===== config.mk =====
export PLATFORM = sky130hd
export DESIGN_NAME = renameTop
export DESIGN_NICKNAME = d
export VERILOG_FILES = /design/src/common/renamePkg.sv /design/src/verilog/renameTop.sv /design/src/rename/renameControl.sv /design/src/rename/renameMap.sv /design/src/rename/tagBuffer.sv /design/src/rename/priorityEncoder.sv
export VERILOG_INCLUDE_DIRS = /design/src /design/src/common
export SDC_FILE = /design/constraint.sdc
export NUM_CORES = 2
export LEC_CHECK = 0
export ABC_AREA = 1
export BUFFER_PORTS_ARGS = -buffer_cell sky130_fd_sc_hd__buf_2
export CAP_MARGIN = 20
export CORE_ASPECT_RATIO = 0.7
export CORE_MARGIN = 5
export CORE_UTILIZATION = 29
export CTS_BUF_LIST = sky130_fd_sc_hd__clkbuf_4 sky130_fd_sc_hd__clkbuf_8 sky130_fd_sc_hd__clkbuf_16
export DETAILED_ROUTE_END_ITERATION = 12
export PLACE_DENSITY = 0.45
export SETUP_SLACK_MARGIN = 0.3
export SYNTH_ARGS = -nofsm -noshare
export SYNTH_HDL_FRONTEND = slang
export SYNTH_SLANG_ARGS = --single-unit

===== constraint.sdc =====
create_clock -name clk -period 15.95 [get_ports clk]
set_input_delay 2.3925 -clock clk [delete_from_list [all_inputs] [get_ports clk]]
set_output_delay 2.3925 -clock clk [all_outputs]
set_load 0.1 [all_outputs]

===== src/common/rename_settings.svh =====
`ifndef RENAME_SETTINGS_SVH
`define RENAME_SETTINGS_SVH

// physical registers behind the rename stage.
`define NUM_TAGS 32

// architectural registers visible to the front end.
`define NUM_ARCH_REGS 16

// rename and commit slots per cycle.
`define NUM_ISSUE 4
`define NUM_COMMIT 4

`endif

===== src/common/renamePkg.sv =====
`include "rename_settings.svh"

package renamePkg;

    // index of a physical register.
    typedef logic [$clog2(`NUM_TAGS)-1:0] RFTag;

    // a set top bit marks an eliminated value that has no physical register.
    typedef logic [$clog2(`NUM_TAGS):0] Tag;

    typedef logic [$clog2(`NUM_ARCH_REGS)-1:0] ArchReg;

    typedef struct packed {
        logic valid;
        ArchReg dst;
        ArchReg src0;
        ArchReg src1;
        logic dstValid;
    } RenameReq;

    typedef struct packed {
        logic valid;
        Tag dstTag;
        Tag prevTag;
        Tag src0Tag;
        Tag src1Tag;
    } RenameRes;

    typedef struct packed {
        logic valid;
        ArchReg dst;
        Tag tagDst;
    } CommitSlot;

endpackage


===== src/verilog/renameTop.sv =====
`timescale 1ns/1ps
`include "rename_settings.svh"

module renameTop (
    input logic clk,
    input logic rst,
    input logic mispr,
    input renamePkg::RenameReq renameReq[`NUM_ISSUE],
    input renamePkg::CommitSlot commit[`NUM_COMMIT],
    output renamePkg::RenameRes renameRes[`NUM_ISSUE],
    output logic tagsReady
);

    logic issueValid[`NUM_ISSUE];
    logic write[`NUM_ISSUE];
    logic commitNewest[`NUM_COMMIT];
    renamePkg::RFTag issueTags[`NUM_ISSUE];
    logic issueTagsValid[`NUM_ISSUE];
    renamePkg::Tag commitPrevTags[`NUM_COMMIT];

    renameControl control (
        .clk(clk),
        .rst(rst),
        .mispr(mispr),
        .req(renameReq),
        .issueTagsValid(issueTagsValid),
        .commit(commit),
        .issueValid(issueValid),
        .write(write),
        .commitNewest(commitNewest),
        .tagsReady(tagsReady)
    );

    tagBuffer tags (
        .clk(clk),
        .rst(rst),
        .mispr(mispr),
        .issueValid(issueValid),
        .issueTags(issueTags),
        .issueTagsValid(issueTagsValid),
        .commit(commit),
        .commitNewest(commitNewest),
        .commitPrevTags(commitPrevTags)
    );

    renameMap map (
        .clk(clk),
        .rst(rst),
        .mispr(mispr),
        .req(renameReq),
        .write(write),
        .newTags(issueTags),
        .res(renameRes),
        .commit(commit),
        .commitNewest(commitNewest),
        .commitPrevTags(commitPrevTags)
    );

endmodule


===== src/rename/renameControl.sv =====
`timescale 1ns/1ps
`include "rename_settings.svh"

module renameControl (
    input logic clk,
    input logic rst,
    input logic mispr,

    input renamePkg::RenameReq req[`NUM_ISSUE],
    input logic issueTagsValid[`NUM_ISSUE],
    input renamePkg::CommitSlot commit[`NUM_COMMIT],

    output logic issueValid[`NUM_ISSUE],
    output logic write[`NUM_ISSUE],
    output logic commitNewest[`NUM_COMMIT],
    output logic tagsReady
);

    // counts down the two cycles in which the slots refill after a mispredict.
    logic [1:0] recover;
    logic allValid;

    always_ff @(posedge clk) begin
        if (rst) begin
            recover <= 2'd0;
        end else if (mispr) begin
            recover <= 2'd2;
        end else if (recover != 2'd0) begin
            recover <= recover - 2'd1;
        end
    end

    always_comb begin
        allValid = 1'b1;
        for (int i = 0; i < `NUM_ISSUE; i++) begin
            if (!issueTagsValid[i]) begin
                allValid = 1'b0;
            end
        end
    end

    assign tagsReady = allValid && !mispr && (recover == 2'd0);

    // writes to register 0 or without a destination are eliminated and take no tag.
    always_comb begin
        for (int i = 0; i < `NUM_ISSUE; i++) begin
            write[i] = req[i].valid && !mispr;
            issueValid[i] = req[i].valid && !mispr && req[i].dstValid && (req[i].dst != '0);
        end
    end

    always_comb begin
        for (int i = 0; i < `NUM_COMMIT; i++) begin
            commitNewest[i] = commit[i].valid;
            for (int j = i + 1; j < `NUM_COMMIT; j++) begin
                if (commit[j].valid && (commit[j].dst == commit[i].dst)) begin
                    commitNewest[i] = 1'b0;
                end
            end
        end
    end

    for (genvar i = 0; i < `NUM_ISSUE; i++) begin : gReqCheck
        reqOnlyWhenReady: assert property (
            @(posedge clk) disable iff (rst) req[i].valid |-> tagsReady
        );
    end

endmodule


===== src/rename/renameMap.sv =====
`timescale 1ns/1ps
`include "rename_settings.svh"

module renameMap (
    input logic clk,
    input logic rst,
    input logic mispr,

    input renamePkg::RenameReq req[`NUM_ISSUE],
    input logic write[`NUM_ISSUE],
    input renamePkg::RFTag newTags[`NUM_ISSUE],
    output renamePkg::RenameRes res[`NUM_ISSUE],

    input renamePkg::CommitSlot commit[`NUM_COMMIT],
    input logic commitNewest[`NUM_COMMIT],
    output renamePkg::Tag commitPrevTags[`NUM_COMMIT]
);

    localparam renamePkg::Tag elimTag = {1'b1, {$bits(renamePkg::RFTag){1'b0}}};

    renamePkg::Tag specMap[`NUM_ARCH_REGS];
    renamePkg::Tag comMap[`NUM_ARCH_REGS];

    logic renamed[`NUM_ISSUE];
    renamePkg::RenameRes resNext[`NUM_ISSUE];

    always_comb begin
        for (int i = 0; i < `NUM_COMMIT; i++) begin
            commitPrevTags[i] = comMap[commit[i].dst];
        end
    end

    // older slots in the same group win over the map, the youngest older slot last.
    always_comb begin
        for (int i = 0; i < `NUM_ISSUE; i++) begin
            renamed[i] = write[i] && req[i].dstValid && (req[i].dst != '0);
        end

        for (int i = 0; i < `NUM_ISSUE; i++) begin
            resNext[i].valid = write[i];
            resNext[i].dstTag = renamed[i] ? {1'b0, newTags[i]} : elimTag;
            resNext[i].prevTag = specMap[req[i].dst];
            resNext[i].src0Tag = specMap[req[i].src0];
            resNext[i].src1Tag = specMap[req[i].src1];
            for (int j = 0; j < i; j++) begin
                if (renamed[j]) begin
                    if (req[j].dst == req[i].dst) begin
                        resNext[i].prevTag = {1'b0, newTags[j]};
                    end
                    if (req[j].dst == req[i].src0) begin
                        resNext[i].src0Tag = {1'b0, newTags[j]};
                    end
                    if (req[j].dst == req[i].src1) begin
                        resNext[i].src1Tag = {1'b0, newTags[j]};
                    end
                end
            end
        end
    end

    always_ff @(posedge clk) begin
        if (rst) begin
            for (int r = 0; r < `NUM_ARCH_REGS; r++) begin
                specMap[r] <= elimTag;
                comMap[r] <= elimTag;
            end
            for (int i = 0; i < `NUM_ISSUE; i++) begin
                res[i].valid <= 1'b0;
            end
        end else begin
            for (int i = 0; i < `NUM_ISSUE; i++) begin
                res[i] <= resNext[i];
            end

            if (mispr) begin
                for (int r = 0; r < `NUM_ARCH_REGS; r++) begin
                    specMap[r] <= comMap[r];
                end
            end else begin
                for (int i = 0; i < `NUM_ISSUE; i++) begin
                    if (renamed[i]) begin
                        specMap[req[i].dst] <= {1'b0, newTags[i]};
                    end
                end
            end

            for (int i = 0; i < `NUM_COMMIT; i++) begin
                if (commitNewest[i]) begin
                    comMap[commit[i].dst] <= commit[i].tagDst;
                    // the restored map has to include this cycle's commits as well.
                    if (mispr) begin
                        specMap[commit[i].dst] <= commit[i].tagDst;
                    end
                end
            end
        end
    end

endmodule


===== src/rename/tagBuffer.sv =====
`timescale 1ns/1ps
`include "rename_settings.svh"

module tagBuffer (
    input logic clk,
    input logic rst,
    input logic mispr,

    input logic issueValid[`NUM_ISSUE],
    output renamePkg::RFTag issueTags[`NUM_ISSUE],
    output logic issueTagsValid[`NUM_ISSUE],

    input renamePkg::CommitSlot commit[`NUM_COMMIT],
    input logic commitNewest[`NUM_COMMIT],
    input renamePkg::Tag commitPrevTags[`NUM_COMMIT]
);

    localparam int tagMsb = $bits(renamePkg::Tag) - 1;

    // speculative and committed free lists, one bit per physical register.
    logic [`NUM_TAGS-1:0] free;
    logic [`NUM_TAGS-1:0] freeCom;

    logic mispredWait;

    renamePkg::RFTag encIdx[`NUM_ISSUE];
    logic encIdxValid[`NUM_ISSUE];

    priorityEncoder penc (
        .data(free),
        .idx(encIdx),
        .idxValid(encIdxValid)
    );

    always_ff @(posedge clk) begin
        if (rst) begin
            free <= '1;
            freeCom <= '1;
            mispredWait <= 1'b0;
            for (int i = 0; i < `NUM_ISSUE; i++) begin
                issueTagsValid[i] <= 1'b0;
            end
        end else begin
            mispredWait <= mispr;

            if (mispr) begin
                // tags sitting in the slots are free in the committed list, so they return too.
                free <= freeCom;
                for (int i = 0; i < `NUM_ISSUE; i++) begin
                    issueTagsValid[i] <= 1'b0;
                end
            end else begin
                for (int i = 0; i < `NUM_ISSUE; i++) begin
                    if (issueValid[i]) begin
                        issueTagsValid[i] <= 1'b0;
                    end

                    // slot i takes the i-th lowest free tag when it is empty or used up.
                    if ((!issueTagsValid[i] || issueValid[i]) && encIdxValid[i]
                            && !mispredWait) begin
                        issueTagsValid[i] <= 1'b1;
                        issueTags[i] <= encIdx[i];
                        free[encIdx[i]] <= 1'b0;
                    end
                end
            end

            // commits land after the copy above so that both lists see them.
            for (int i = 0; i < `NUM_COMMIT; i++) begin
                if (commit[i].valid) begin
                    if (commitNewest[i]) begin
                        if (!commitPrevTags[i][tagMsb]) begin
                            free[renamePkg::RFTag'(commitPrevTags[i])] <= 1'b1;
                            freeCom[renamePkg::RFTag'(commitPrevTags[i])] <= 1'b1;
                        end
                        if (!commit[i].tagDst[tagMsb]) begin
                            free[renamePkg::RFTag'(commit[i].tagDst)] <= 1'b0;
                            freeCom[renamePkg::RFTag'(commit[i].tagDst)] <= 1'b0;
                        end
                    end else if (!commit[i].tagDst[tagMsb]) begin
                        // a younger commit in this group overwrites the mapping.
                        free[renamePkg::RFTag'(commit[i].tagDst)] <= 1'b1;
                        freeCom[renamePkg::RFTag'(commit[i].tagDst)] <= 1'b1;
                    end
                end
            end
        end
    end

    for (genvar i = 0; i < `NUM_ISSUE; i++) begin : gSlotCheck
        slotHeldTag: assert property (
            @(posedge clk) disable iff (rst) issueValid[i] |-> issueTagsValid[i]
        );
    end

endmodule


===== src/rename/priorityEncoder.sv =====
`timescale 1ns/1ps
`include "rename_settings.svh"

module priorityEncoder (
    input logic [`NUM_TAGS-1:0] data,
    output renamePkg::RFTag idx[`NUM_ISSUE],
    output logic idxValid[`NUM_ISSUE]
);

    // each output takes the lowest bit still set, then clears it for the next one.
    always_comb begin
        logic [`NUM_TAGS-1:0] remaining;

        remaining = data;
        for (int k = 0; k < `NUM_ISSUE; k++) begin
            idx[k] = '0;
            idxValid[k] = 1'b0;

            // scanning downwards leaves the lowest set position as the final hit.
            for (int b = `NUM_TAGS - 1; b >= 0; b--) begin
                if (remaining[b]) begin
                    idx[k] = renamePkg::RFTag'(b);
                    idxValid[k] = 1'b1;
                end
            end

            if (idxValid[k]) begin
                remaining[idx[k]] = 1'b0;
            end
        end
    end

endmodule


* After elaboration in Yosys (flattened, before gate mapping) *
Memory sizes are Yosys's and may differ from the RTL's. A register that Yosys moved wholly into a read port is not among the register bits.
Cells that the tools add are included.

word-level totals
  register bits after elaboration = 173
  latch bits = 0
  memory bits (writable) = 192
  memory bits (read-only) = 0
  input bits = 103
  output and inout bits = 101
  logic and storage cells = 708
  memories kept = 2

memories
  memory       depth  width  rd ports  clocked after Yosys merged registers in  write ports  RTL line         source
  map.comMap   16     6      20        0                                        16           renameMap.sv:22  renamePkg::Tag comMap[`NUM_ARCH_REGS];
  map.specMap  16     6      12        3                                        20           renameMap.sv:21  renamePkg::Tag specMap[`NUM_ARCH_REGS];

cells by class
  $add $sub $neg = 1
  $mul = 0
  divide/modulo/power cells = 0
  order comparisons = 24
  equal/unequal tests = 24
  shift operators = 0
  muxes and demuxes = 492
  bitwise operators = 54
  reduce and logical (&&, ||, !) cells = 77

operators by type and width
  kind                                                                   number
  32-bit 2-to-1 mux                                                      79
  5-bit 2-to-1 mux                                                       128
  32-bit AND                                                             14
  32-bit bitwise OR                                                      14
  6-bit 2-to-1 mux                                                       46
  32-bit NOT                                                             8
  1-bit 2-to-1 mux                                                       211
  18-bit 2-to-1 mux                                                      6
  4-bit equality test                                                    24
  5-bit by 6-bit < comparator with 1-bit output, second input constant   12
  1-bit demux with 5-bit select                                          12
  5-bit by 1-bit >= comparator with 1-bit output, second input constant  12
  6-bit OR reduction                                                     8
  1-bit logical AND                                                      40
  4-bit 2-to-1 mux                                                       8
  1-bit bitwise OR                                                       16
  4-bit nonzero test                                                     4
  3-bit AND reduction                                                    4
  2-bit nonzero test                                                     6
  1-bit zero test                                                        9
  1-bit logical OR                                                       4
  2-bit 2-to-1 mux                                                       2
  2-bit zero test                                                        1
  1-bit NOT                                                              2
  2 further kinds                                                        2

* Logic depth before layout (Yosys ltp) *
  depth after elaboration = 195
  gate-level depth with buffers = 134
  depth with buffers taken out = 133

* Modules after synthesis *
Synthesis repeated with hierarchy kept, for this count alone.

unflattened totals
  cell total of the unflattened synthesis = 8255
  area total of the unflattened synthesis = 47027.6 um^2

by module, submodules not included
  module           times used  cells each  area each (um^2)  seq. area each (um^2)
  renameMap        1           5589        33767.4           8728.4
  tagBuffer        1           1981        10122.2           1981.9
  priorityEncoder  1           570         2585.0            0.0
  renameControl    1           115         553.0             40.0

* Worst setup path before layout *
Ideal clock, no wire load.

  path kind = input to output
  from = in mispr
  to = out tagsReady
  arrival = 5872 ps
  data required time = 13558 ps
  slack = 7685 ps
  stages on the path = 4
  buffers on the path = 3
  cells stage by stage = clkbuf_1 clkbuf_1 clkbuf_1 nor4_1

on the way
  word-level cells in the longest chain between the ends = 3

RTL lines
  item                             RTL line             source
  start, declared                  renameTop.sv:7       input logic mispr,
  1-bit zero test                  renameControl.sv:42  assign tagsReady = allValid && !mispr && (recover == 2'd0);
  1-bit logical AND (2 in series)  renameControl.sv:42
  end, declared                    renameTop.sv:11      output logic tagsReady

No other way between the ends.

==> flow_metrics.env <==
export IMPL_outcome="finished, final reports clean"
export IMPL_grt_overflow=0
export IMPL_grt_pass1_wl_um=382000
export IMPL_synthCells=6990
export IMPL_area_growth_pct=9.33
export IMPL_power_w=0.00389
export IMPL_gp_congestion=1.07
export IMPL_syn_nets=7093
export IMPL_numClockSinks=383
export IMPL_synthFlopType="edfxtp_1"
export IMPL_setup_tns_ns=0
export IMPL_synth_cell_types=62
export IMPL_comb_power_share=0.354
export IMPL_clockBufferDepth=3
export IMPL_synth_top_cells_by_count="nand2_1 (1470), o21ai_0 (951), a21oi_1 (702), inv_1 (631), nor2_1 (564)"
export IMPL_dr_pass1_iters=10
export IMPL_finalCritPeriodShare=0.647
export IMPL_synth_area_leaders="edfxtp_1 (22%), nand2_1 (13%), o21ai_0 (11%), a21oi_1 (8.3%), nand3_1 (6.3%)"
export IMPL_vdd_ir_drop_max_v=0.0000743
export IMPL_worstSetupStartpointType="register"
export IMPL_dp_hpwl_um=205000
export IMPL_max_freq_mhz=97.0
export IMPL_post_cts_resize_count=0
export IMPL_synth_edf_count=308
export IMPL_maxCapViolations=0
export IMPL_worstMarginPinSlew_ns=1.33
export IMPL_cp_startpoint="tags.free[30]"
export IMPL_required_ns=16.54
export IMPL_clk_pin_slew_worst_paths_ns=0.07
export IMPL_final_nets=6911
export IMPL_cp_max_fo=15
export IMPL_cts_root_buf="clkbuf_16"
export IMPL_rows=117
export IMPL_async_reset_ff_frac=0
export IMPL_hold_viol_final=0
export IMPL_power_frac_seq=0.353
export IMPL_wl_per_cell_um=32.1
export IMPL_hp_start="control.recover[0]"
export IMPL_finalWirelength_um=282000
export IMPL_pwr_density_cell_nw_per_um2=84.5
export IMPL_yosys_area_top_type_share=0.220
export IMPL_yosys_area_top_type="edfxtp_1"
export IMPL_drcViolationCount=0
export IMPL_slowest_stage="a21oi_2"
export IMPL_r2r_cells=101
export IMPL_synth_most_common_cell="nand2_1"
export IMPL_p_sw_frac=0.461
export IMPL_synth_warnings=0
export IMPL_ys_ff_latch=383
export IMPL_relSlewSlack=0.107
export IMPL_finalSetupViolations=0
export IMPL_max_stage_delay_ns=0.82
export IMPL_end_kind="register"
export IMPL_dieArea_um2=153000
export IMPL_crit_top_cell="nand2_1"
export IMPL_die_y_um=329
export IMPL_hold_path_depth=1
export IMPL_drive_above_1_share=0.0698
export IMPL_power_switching_w=0.00179
export IMPL_antenna_found_initial=28
export IMPL_initial_core_util=0.291
export IMPL_first_global_vias=48454
export IMPL_grt_usage=0.347
export IMPL_avgSynthCellArea_um2=6.02
export IMPL_cts_tree="built"
export IMPL_internal_power_w=0.00210
export IMPL_post_place_ws_ns=6.07
export IMPL_worst_slack_ns=5.64
export IMPL_finClkSkew_ns=0.0391
export IMPL_drtAntennaViolNets=0
export IMPL_critical_path_class="reg2reg"
export IMPL_clk_latency_ns=0.67
export IMPL_fp_coreArea_um2=145000
export IMPL_post_cts_buffers=0
export IMPL_synth_area_um2=42100
export IMPL_ctsHtreeMaxLevel=2
export IMPL_io_pins=204
export IMPL_critPathArrivalTime_ns=10.91
export IMPL_grt_max_degree=97
export IMPL_hold_class="reg2reg"
export IMPL_final_util=0.318
export IMPL_ctsHoldBuffers=0
export IMPL_die_width_um=465
export IMPL_drv_slew=0
export IMPL_p_leak_nw=18.0
export IMPL_vias=55399
export IMPL_clockPowerShare=0.293
export IMPL_numCtsBuffers=46
export IMPL_reg2reg_from="tags.free[30]"
export IMPL_synth_seq_area_share=0.255
export IMPL_drtIter0Drc=10800
export IMPL_portBuffers=203
export IMPL_rsz0062_at_grt="false"
export IMPL_fin_crit_ns=10.31
export IMPL_avgViaCountPerCell=6.32
routing by layer:
| metal | track usage | wire [um] | vias up |
|---|---|---|---|
| met5 | 0.00316 | 206 | - |
| met3 | 0.147 | 44200 | 699 |
| met4 | 0.126 | 11800 | 18 |
| met1 | 0.481 | 116000 | 26293 |
| li1 | - | - | 24122 |
| met2 | 0.475 | 109000 | 4267 |
final cells by class:
cell class	instances	area [um^2]
clock inverters	30	315
inverters	680	2560
multi-input cells	5369	26800
diodes	13	32.5
repair buffers	328	1980
well taps	1904	2380
clock buffers	54	1240
flip-flops and latches	383	10800
fillers	16103	98800
through the flow:
stage	instances	instance area, um^2	hold WS, ns
2_1_floorplan	6990	42100	0.418
3_3_place_gp	8655	44300	0.433
3_5_place_dp	8661	44400	0.442
4_1_cts	8745	46000	0.452
5_1_grt	8751	46000	0.479
6_report	8761	46000	0.446
logic make-up (layout without fill, tap and decap cells):
group / count (synthesis) / in the layout / share of synthesized area
xor+xnor: 56 / 56 / 0.0117
buf+inv: 1238 / 1092 / 0.111
simple gates: 2851 / 2851 / 0.287
other cells: 0 / 13 / 0
flops: 383 / 383 / 0.255
compound gates: 2462 / 2462 / 0.335
registers in the layout, indices dropped and copies added (netlist names):
| register | count |
|---|---|
| map.res | 100 |
| control.recover | 2 |
| map.specMap | 96 |
| tags.freeCom | 32 |
| tags.mispredWait | 1 |
| tags.issueTagsValid | 4 |
| tags.issueTags | 20 |
| tags.free | 32 |
| map.comMap | 96 |
critical path: cells and delay by family (launching register included):
family                 cells  cell delay [ns]
AOI/OAI and AO/OA         11             2.58
buffers and inverters      5             0.75
and+or+nand+nor           85             6.59
DFF                        1             0.36
layout by cell type, fill, tap and decap left out, types with 33 or more instances in the layout:
master,netlist,final
dfxtp_1,75,75
nor2_1,564,562
a31oi_1,47,47
nor3_1,123,118
edfxtp_1,308,308
nand4_1,71,71
buf_4,1,116
xor2_1,47,47
o211ai_1,238,238
o21ai_0,951,946
o221ai_1,57,57
o22ai_1,256,256
clkbuf_16,0,47
nand3_1,533,533
a21oi_1,702,702
buf_2,2,206
a22oi_1,83,83
inv_1,631,631
clkinv_1,35,39
nand2_1,1470,1468
a221oi_1,33,33
nor4_1,42,39
path summary, 6_finish.rpt:
| check | endpoint | slack, ns |
|---|---|---|
| worst max-delay path | tags.free[6] | 5.64 |
| worst max register to register | tags.free[6] | 5.64 |
| worst min-delay path | control.recover[0] | 0.45 |
| worst min register to register | control.recover[0] | 0.45 |
power groups by stage:
stage	Sequential, W	Combinational (W)	Clock, W
floorplan	0.00139	0.000693	0
global placement	0.00137	0.00131	0
detailed placement	0.00137	0.00131	0
CTS	0.00135	0.00131	0.00115
global route	0.00136	0.00142	0.00119
finish	0.00137	0.00138	0.00114
Note: power is estimated with default switching activity, not from simulation.
